[config.mk]
export PLATFORM = sky130hd
export DESIGN_NAME = ftoi_unit
export DESIGN_NICKNAME = d
export VERILOG_FILES = /design/src/ooo_pkg.sv /design/src/fp_pkg.sv /design/src/conv_station.sv /design/src/ftoi_core.sv /design/src/ftoi_unit.sv /design/src/pipe_stage.sv
export SDC_FILE = /design/constraint.sdc
export NUM_CORES = 1
export LEC_CHECK = 0
export ABC_AREA = 1
export BUFFER_PORTS_ARGS = -buffer_cell sky130_fd_sc_hd__buf_2
export CAP_MARGIN = 20
export CORE_AREA = 2 2 172 174
export DETAILED_ROUTE_END_ITERATION = 10
export DIE_AREA = 0 0 174 176
export PLACE_DENSITY = 0.72
export SLEW_MARGIN = 15
export SYNTH_ARGS = -nofsm -noshare
export SYNTH_HDL_FRONTEND = slang
export SYNTH_SLANG_ARGS = --single-unit
[constraint.sdc]
create_clock -name clk -period 4.6 [get_ports clk]
set_clock_uncertainty 0.2 [all_clocks]
set_input_delay 0 -clock clk [delete_from_list [all_inputs] [get_ports clk]]
set_output_delay 0 -clock clk [all_outputs]
set_load 0.02 [all_outputs]
[src/ooo_pkg.sv]
package ooo_pkg;

	// ~~~~~~~~~~~~~~~~~~~~~~~~~~~~~~~~~~~~~~~~~~~~~~~~~~~~~~~~~~~~~~~~~~~~~
	// reorder buffer tags
	// ~~~~~~~~~~~~~~~~~~~~~~~~~~~~~~~~~~~~~~~~~~~~~~~~~~~~~~~~~~~~~~~~~~~~~

	localparam int rob_width = 4;  // default for the top level

	typedef logic [rob_width-1:0] rob_tag_t;

	// ~~~~~~~~~~~~~~~~~~~~~~~~~~~~~~~~~~~~~~~~~~~~~~~~~~~~~~~~~~~~~~~~~~~~~
	// common data bus payloads
	// ~~~~~~~~~~~~~~~~~~~~~~~~~~~~~~~~~~~~~~~~~~~~~~~~~~~~~~~~~~~~~~~~~~~~~

	// tagged operand
	// valid high means data holds the value, otherwise wait for tag on the bus
	typedef struct packed {
		logic valid;
		rob_tag_t tag;    // producer tag while waiting
		logic [31:0] data;
	} cdb_t;

	// integer result headed for the integer bus
	typedef struct packed {
		rob_tag_t tag;    // destination rob slot
		logic [31:0] result;
	} gpr_wb_t;

endpackage

[src/fp_pkg.sv]
package fp_pkg;

	localparam int exp_bias = 127;

	// ieee single precision layout
	typedef struct packed {
		logic sign;
		logic [7:0] exp;
		logic [22:0] frac;
	} fp_word_t;

	// ~~~~~~~~~~~~~~~~~~~~~~~~~~~~~~~~~~~~~~~~~~~~~~~~~~~~~~~~~~~~~~~~~~~~~
	// decoded operand between the two converter stages
	// ~~~~~~~~~~~~~~~~~~~~~~~~~~~~~~~~~~~~~~~~~~~~~~~~~~~~~~~~~~~~~~~~~~~~~

	typedef struct packed {
		ooo_pkg::rob_tag_t tag;
		logic sign;
		logic signed [8:0] exp;  // unbiased
		logic [23:0] mant;       // hidden one restored
		logic is_nan;
		logic too_big;           // magnitude >= 2^31
		logic is_small;          // magnitude < 0.5
	} ftoi_dec_t;

	// saturation limits
	localparam logic [31:0] int_max = 32'h7fff_ffff;
	localparam logic [31:0] int_min = 32'h8000_0000;

endpackage

[src/conv_station.sv]
module conv_station #(
	parameter int n_entry = 2
) (
	input logic clk,
	input logic reset,

	input logic issue_valid,
	input ooo_pkg::rob_tag_t issue_tag,
	input ooo_pkg::cdb_t issue_opd,
	output logic issue_ready,

	input ooo_pkg::cdb_t fpr_cdb,

	output logic disp_valid,
	output ooo_pkg::rob_tag_t disp_tag,
	output fp_pkg::fp_word_t disp_data,
	input logic disp_ready
);
	import ooo_pkg::*;

	localparam int sel_w = $clog2(n_entry);

	typedef struct packed {
		logic valid;
		rob_tag_t tag;    // destination
		cdb_t opd;
	} entry_t;

	entry_t ent [n_entry];       // index 0 is the oldest
	entry_t woken [n_entry];
	entry_t shifted [n_entry];
	entry_t ent_next [n_entry];
	entry_t new_ent;

	logic [n_entry-1:0] rdy;
	logic [sel_w-1:0] sel;
	logic dispatch;
	logic accept;
	logic placed;

	// capture the operand if its producer is on the bus this cycle
	function automatic cdb_t wake(cdb_t opd, cdb_t bus);
		cdb_t res;
		res = opd;
		if (!opd.valid && bus.valid && bus.tag == opd.tag) begin
			res.valid = 1'b1;
			res.data = bus.data;
		end
		return res;
	endfunction

	// ~~~~~~~~~~~~~~~~~~~~~~~~~~~~~~~~~~~~~~~~~~~~~~~~~~~~~~~~~~~~~~~~~~~~~
	// wakeup and dispatch select
	// ~~~~~~~~~~~~~~~~~~~~~~~~~~~~~~~~~~~~~~~~~~~~~~~~~~~~~~~~~~~~~~~~~~~~~

	always_comb begin
		for (int i = 0; i < n_entry; i++) begin
			woken[i] = ent[i];
			woken[i].opd = wake(ent[i].opd, fpr_cdb);
			rdy[i] = ent[i].valid && ent[i].opd.valid;  // wakeup counts next cycle
		end
	end

	// lowest ready index wins
	always_comb begin
		sel = '0;
		for (int i = n_entry - 1; i >= 0; i--) begin
			if (rdy[i])
				sel = sel_w'(i);
		end
	end

	assign disp_valid = |rdy;
	assign disp_tag = ent[sel].tag;
	assign disp_data = ent[sel].opd.data;

	assign dispatch = disp_valid && disp_ready;
	assign issue_ready = !ent[n_entry-1].valid || dispatch;  // entries stay packed
	assign accept = issue_valid && issue_ready;

	always_comb begin
		new_ent.valid = 1'b1;
		new_ent.tag = issue_tag;
		new_ent.opd = wake(issue_opd, fpr_cdb);  // same cycle broadcast
	end

	// ~~~~~~~~~~~~~~~~~~~~~~~~~~~~~~~~~~~~~~~~~~~~~~~~~~~~~~~~~~~~~~~~~~~~~
	// compaction and fill
	// ~~~~~~~~~~~~~~~~~~~~~~~~~~~~~~~~~~~~~~~~~~~~~~~~~~~~~~~~~~~~~~~~~~~~~

	always_comb begin
		for (int i = 0; i < n_entry - 1; i++)
			shifted[i] = (dispatch && i >= sel) ? woken[i+1] : woken[i];
		shifted[n_entry-1] = dispatch ? '0 : woken[n_entry-1];

		placed = 1'b0;
		for (int i = 0; i < n_entry; i++) begin
			ent_next[i] = shifted[i];
			if (accept && !placed && !shifted[i].valid) begin
				ent_next[i] = new_ent;  // first free slot
				placed = 1'b1;
			end
		end
	end

	always_ff @(posedge clk) begin
		if (reset) begin
			for (int i = 0; i < n_entry; i++)
				ent[i].valid <= 1'b0;
		end else begin
			ent <= ent_next;
		end
	end

endmodule

[src/ftoi_core.sv]
module ftoi_core (
	input logic clk,
	input logic reset,

	input logic in_valid,
	input ooo_pkg::rob_tag_t in_tag,
	input fp_pkg::fp_word_t in_data,
	output logic in_ready,

	output logic out_valid,
	output ooo_pkg::gpr_wb_t out,
	input logic out_ready
);
	import ooo_pkg::*;
	import fp_pkg::*;

	ftoi_dec_t dec;
	ftoi_dec_t s1_out;
	logic s1_valid;
	logic s1_ready;

	gpr_wb_t conv;

	logic [5:0] sh;
	logic [63:0] fix;       // 32 integer bits, 32 fraction bits
	logic [31:0] int_part;
	logic [31:0] mag;
	logic guard;
	logic sticky;
	logic round_up;

	// ~~~~~~~~~~~~~~~~~~~~~~~~~~~~~~~~~~~~~~~~~~~~~~~~~~~~~~~~~~~~~~~~~~~~~
	// decode
	// ~~~~~~~~~~~~~~~~~~~~~~~~~~~~~~~~~~~~~~~~~~~~~~~~~~~~~~~~~~~~~~~~~~~~~

	always_comb begin
		dec.tag = in_tag;
		dec.sign = in_data.sign;
		dec.exp = $signed({1'b0, in_data.exp}) - 9'(exp_bias);
		dec.mant = {in_data.exp != 8'd0, in_data.frac};
		dec.is_nan = (in_data.exp == 8'hff) && (in_data.frac != '0);
		dec.too_big = dec.exp >= 9'sd31;  // also catches infinity
		dec.is_small = dec.exp < -9'sd1;  // zero and denormals too
	end

	pipe_stage #(
		.payload_t(ftoi_dec_t)
	) stage1_i (
		.clk(clk),
		.reset(reset),
		.in_valid(in_valid),
		.in_data(dec),
		.in_ready(in_ready),
		.out_valid(s1_valid),
		.out_data(s1_out),
		.out_ready(s1_ready)
	);

	// ~~~~~~~~~~~~~~~~~~~~~~~~~~~~~~~~~~~~~~~~~~~~~~~~~~~~~~~~~~~~~~~~~~~~~
	// shift, round, saturate
	// ~~~~~~~~~~~~~~~~~~~~~~~~~~~~~~~~~~~~~~~~~~~~~~~~~~~~~~~~~~~~~~~~~~~~~

	always_comb begin
		// exponent -1..30 maps to 8..39, leading one lands on bit 31..62
		sh = 6'(s1_out.exp + 9'sd9);
		fix = 64'(s1_out.mant) << sh;
		int_part = fix[63:32];
		guard = fix[31];
		sticky = |fix[30:0];
		round_up = guard && (sticky || int_part[0]);  // ties to even
		mag = int_part + 32'(round_up);

		conv.tag = s1_out.tag;
		if (s1_out.is_nan)
			conv.result = int_max;
		else if (s1_out.is_small)  // shift amount wraps for tiny exponents
			conv.result = '0;
		else if (s1_out.too_big || mag[31])  // mag[31] means rounded up to 2^31
			conv.result = s1_out.sign ? int_min : int_max;
		else
			conv.result = s1_out.sign ? 32'(0 - mag) : mag;
	end

	pipe_stage #(
		.payload_t(gpr_wb_t)
	) stage2_i (
		.clk(clk),
		.reset(reset),
		.in_valid(s1_valid),
		.in_data(conv),
		.in_ready(s1_ready),
		.out_valid(out_valid),
		.out_data(out),
		.out_ready(out_ready)
	);

endmodule

[src/ftoi_unit.sv]
module ftoi_unit #(
	parameter int rob_width = ooo_pkg::rob_width,
	parameter int n_entry = 2
) (
	input logic clk,
	input logic reset,

	input logic issue_valid,
	input ooo_pkg::rob_tag_t issue_tag,
	input ooo_pkg::cdb_t issue_opd,
	output logic issue_ready,

	input ooo_pkg::cdb_t fpr_cdb,

	output logic wb_valid,
	output ooo_pkg::gpr_wb_t wb,
	input logic wb_ready
);
	import fp_pkg::*;

	// station to converter
	logic disp_valid;
	logic disp_ready;
	logic [rob_width-1:0] disp_tag;
	fp_word_t disp_data;

	conv_station #(
		.n_entry(n_entry)
	) conv_station_i (
		.clk(clk),
		.reset(reset),
		.issue_valid(issue_valid),
		.issue_tag(issue_tag),
		.issue_opd(issue_opd),
		.issue_ready(issue_ready),
		.fpr_cdb(fpr_cdb),
		.disp_valid(disp_valid),
		.disp_tag(disp_tag),
		.disp_data(disp_data),
		.disp_ready(disp_ready)
	);

	ftoi_core ftoi_core_i (
		.clk(clk),
		.reset(reset),
		.in_valid(disp_valid),
		.in_tag(disp_tag),
		.in_data(disp_data),
		.in_ready(disp_ready),
		.out_valid(wb_valid),
		.out(wb),
		.out_ready(wb_ready)
	);

endmodule

[src/pipe_stage.sv]
module pipe_stage #(
	parameter type payload_t = logic
) (
	input logic clk,
	input logic reset,

	input logic in_valid,
	input payload_t in_data,
	output logic in_ready,

	output logic out_valid,
	output payload_t out_data,
	input logic out_ready
);

	logic full;
	payload_t data_q;

	// take new data when empty or when the current item leaves now
	assign in_ready = !full || out_ready;

	always_ff @(posedge clk) begin
		if (reset)
			full <= 1'b0;
		else if (in_ready)
			full <= in_valid;
	end

	always_ff @(posedge clk) begin
		if (in_valid && in_ready)
			data_q <= in_data;
	end

	assign out_valid = full;
	assign out_data = data_q;

endmodule

==> impl_metrics.env <==
export IMPL_outcome="complete, no violations"
export IMPL_fin_crit_sh_pct=92.4
export IMPL_layout_commonest_cell="nand2_1"
export IMPL_antenna_left=0
export IMPL_wl_per_cell_um=17.1
export IMPL_hp_start="fpr_cdb[35]"
export IMPL_min_to="conv_station_i.ent[36]"
export IMPL_drive_above_1_share_pct=16.7
export IMPL_via_per_inst=5.61
export IMPL_synth_top_cells_by_area="edfxtp_1, nand2_1, nand3_1"
export IMPL_max_freq_ghz=0.235
export IMPL_core_rowCount=62
export IMPL_ir_drop_mv=0.270
export IMPL_diodes=0
export IMPL_route_met2_wl_um=19800
export IMPL_synth_area_leader_cell="edfxtp_1"
export IMPL_r2r_start="ftoi_core_i.stage1_i.out_data[28]"
export IMPL_synth_top_area_share_pct=37.3
export IMPL_worst_slew_pin_transition_ps=1110
export IMPL_synth_fp_nets=1794
export IMPL_clock_sinks=160
export IMPL_worstSetupStartpointType="input pin"
export IMPL_drc_errors=0
export IMPL_crit_top_cell="dlygate4sd3_1"
export IMPL_met3_length_um=2990
export IMPL_grt_max_degree=83
export IMPL_io_pins=120
export IMPL_dieArea_um2=30600
export IMPL_synth_seq_cells=160
export IMPL_fin_setup_tns_ps=0
export IMPL_hold_path_depth=5
export IMPL_grt_pass1_vias=12571
export IMPL_coreArea_um2=28500
export IMPL_track_usage_pct=25.9
export IMPL_synthCells=1705
export IMPL_gp_congestion=0.997
export IMPL_place_area_um2=13300
export IMPL_drtPass1Iterations=7
export IMPL_ys_async_sr_fraction_pct=0
export IMPL_ys_seq_area_share_pct=37.9
export IMPL_timing_hold_ws_ps=132
export IMPL_critPathMaxStageDelay_ps=860
export IMPL_vias=13029
export IMPL_grt_pass1_wl_um=63900
export IMPL_ys_warn_count=0
export IMPL_period_needed_ps=4250
export IMPL_die_y_um=176
export IMPL_holdCritPathClass="input pin to register"
export IMPL_r2r_end="ftoi_core_i.stage2_i.out_data[30]"
export IMPL_power_leakage_nw=7.18
export IMPL_overflow=0
export IMPL_path_class="input pin to register"
export IMPL_rr_worst_depth=24
export IMPL_place_port_buffers=119
export IMPL_power_density_nw_per_um2=360
export IMPL_cp_data_arrival_time_ps=4240
export IMPL_fill_cells=2584
export IMPL_cts_tree="done"
export IMPL_root_buffer="clkbuf_16"
export IMPL_cp_cell_sequence="dlygate4sd3_1, buf_2, inv_1, o211ai_1, a2111oi_0, nand2_2, mux2i_1, dlygate4sd3_1, o22ai_1, dlygate4sd3_1"
export IMPL_maxCapViolCount=0
export IMPL_dp_hpwl_um=25200
export IMPL_final_cell_mix="nand2_1, nand3_1, inv_1"
export IMPL_antenna_found_initial=0
export IMPL_cts_inserted_buffers=17
export IMPL_nets=2013
export IMPL_fin_area_um2=15500
export IMPL_setup_viol=0
export IMPL_wl_um=39600
export IMPL_initial_core_util_pct=44.0
export IMPL_cp_slowest_cell="nand2_2"
export IMPL_wl_met1_um=15600
export IMPL_cp_required_ps=4590
export IMPL_hold_viol=0
export IMPL_cp_max_fo=32
export IMPL_synth_edf_count=156
export IMPL_syn_to_final_growth_pct=23.2
export IMPL_synth_cell_types=58
export IMPL_top_layer_used="met4"
export IMPL_clk_pin_slew_ps=70
export IMPL_final_max_slew_violation_count=0
export IMPL_postSynthAreaPerCell_um2=7.36
export IMPL_end_kind="register"
export IMPL_drt_iter0_drc=1498
export IMPL_reg2reg_slack_ps=380
export IMPL_clock_path_buffers=2
export IMPL_htree_levels=4
export IMPL_relSlewSlack_pct=25.9
export IMPL_synth_main_ff_cell="edfxtp_1"
export IMPL_netlist_area_um2=12600
export IMPL_clkLatencyLatePin_ps=450
export IMPL_die_x_um=174
-- cells by family (layout without fill, tap and decap cells) --
kind of cell               after synthesis  after routing  synth area share [%]
muxes                                   44             44                  3.51
xor gates and xnor gates                19             19                  1.33
AOI/OAI and AO/OA                      269            269                  11.9
DFF                                    160            160                  37.9
buffers and inverters                  258            490                  9.37
adders and majority gates                7              7                 0.698
and+or+nand+nor                        948            948                  35.2
-- cells in the mapped netlist (13+ instances only) --
cell and number:
a21oi_1 62, buf_6 17, clkbuf_1 44, edfxtp_1 156, inv_1 157, mux2i_1 44
nand2_1 455, nand2_2 46, nand3_1 216, nand3_2 13, nand4_1 33, nor2_1 109
nor2_2 17, nor3_1 14, o21ai_0 125, o21ai_1 19, o22ai_1 32, xor2_1 16
-- report_power, final --
part,leakage (nW),internal (mW),total (mW),switching [mW]
sequential,1.51,1.78,1.83,0.0489
clock,0.305,0.889,1.54,0.650
combinational,5.37,0.738,2.19,1.46
total,7.18,3.41,5.56,2.16
-- metal layers --
metal  track usage [%]  vias to the layer above
met4              9.84                        0
met5                 0                        -
met3              4.29                      106
li1                  -                     6216
met1              31.3                     5992
met2              46.3                      715
-- state kept, by name, summed over array words and instances (netlist names) --
name / count
ftoi_core_i.stage1_i.out_data: 38
conv_station_i.ent: 84
ftoi_core_i.stage1_i.out_valid: 1
ftoi_core_i.stage2_i.out_valid: 1
ftoi_core_i.stage2_i.out_data: 36
-- per-stage QoR --
step / total power, mW / cells / util (%) / setup WS, ps
finish: 5.56 / 2321 / 54.2 / 350
floorplan: 3.33 / 1705 / - / 764
global route: 5.87 / 2321 / 54.2 / -30.9
detailed placement: 3.79 / 2147 / 46.7 / 152
CTS: 5.46 / 2315 / 53.7 / 98.3
global placement: 3.78 / 2147 / 46.7 / 176
-- worst max-delay path: cells and delay by family --
family / cells / cell delay [ps]
AO/OA/AOI/OAI: 3 / 890
buffers and inverters: 5 / 2040
multiplexers: 1 / 420
AND/OR/NAND/NOR: 1 / 860
-- what timing repair did --
action	4_1_cts	5_1_grt
gates resized for setup	0	15
hold endpoints to repair	94	0
hold buffers	136	0
setup endpoints to repair	0	20
buffers inserted	0	5
-- worst max path at each step --
stage | from | slack [ps] | depth (start not counted) | end
after floorplan | ftoi_core_i.stage1_i.out_data[28] | 760 | 29 | ftoi_core_i.stage2_i.out_data[25]
after global placement | ftoi_core_i.stage1_i.out_data[28] | 180 | 24 | ftoi_core_i.stage2_i.out_data[30]
after detailed placement | ftoi_core_i.stage1_i.out_data[28] | 150 | 24 | ftoi_core_i.stage2_i.out_data[30]
after CTS | ftoi_core_i.stage1_i.out_data[28] | 100 | 24 | ftoi_core_i.stage2_i.out_data[30]
after global routing | ftoi_core_i.stage1_i.out_data[28] | -30 | 26 | ftoi_core_i.stage2_i.out_data[27]
final | issue_opd[33] | 350 | 10 | conv_station_i.ent[16]
-- layout make-up --
class | count | area (um2) | share of cell area [%]
sequential | 160 | 4760 | 30.8
timing repair buffer | 287 | 2250 | 14.5
tap | 384 | 480 | 3.11
clock inverter | 14 | 196 | 1.27
inverter | 171 | 662 | 4.28
clock buffer | 18 | 439 | 2.84
multi-input combinational | 1287 | 6680 | 43.2
(Power assumes the default switching activity.)
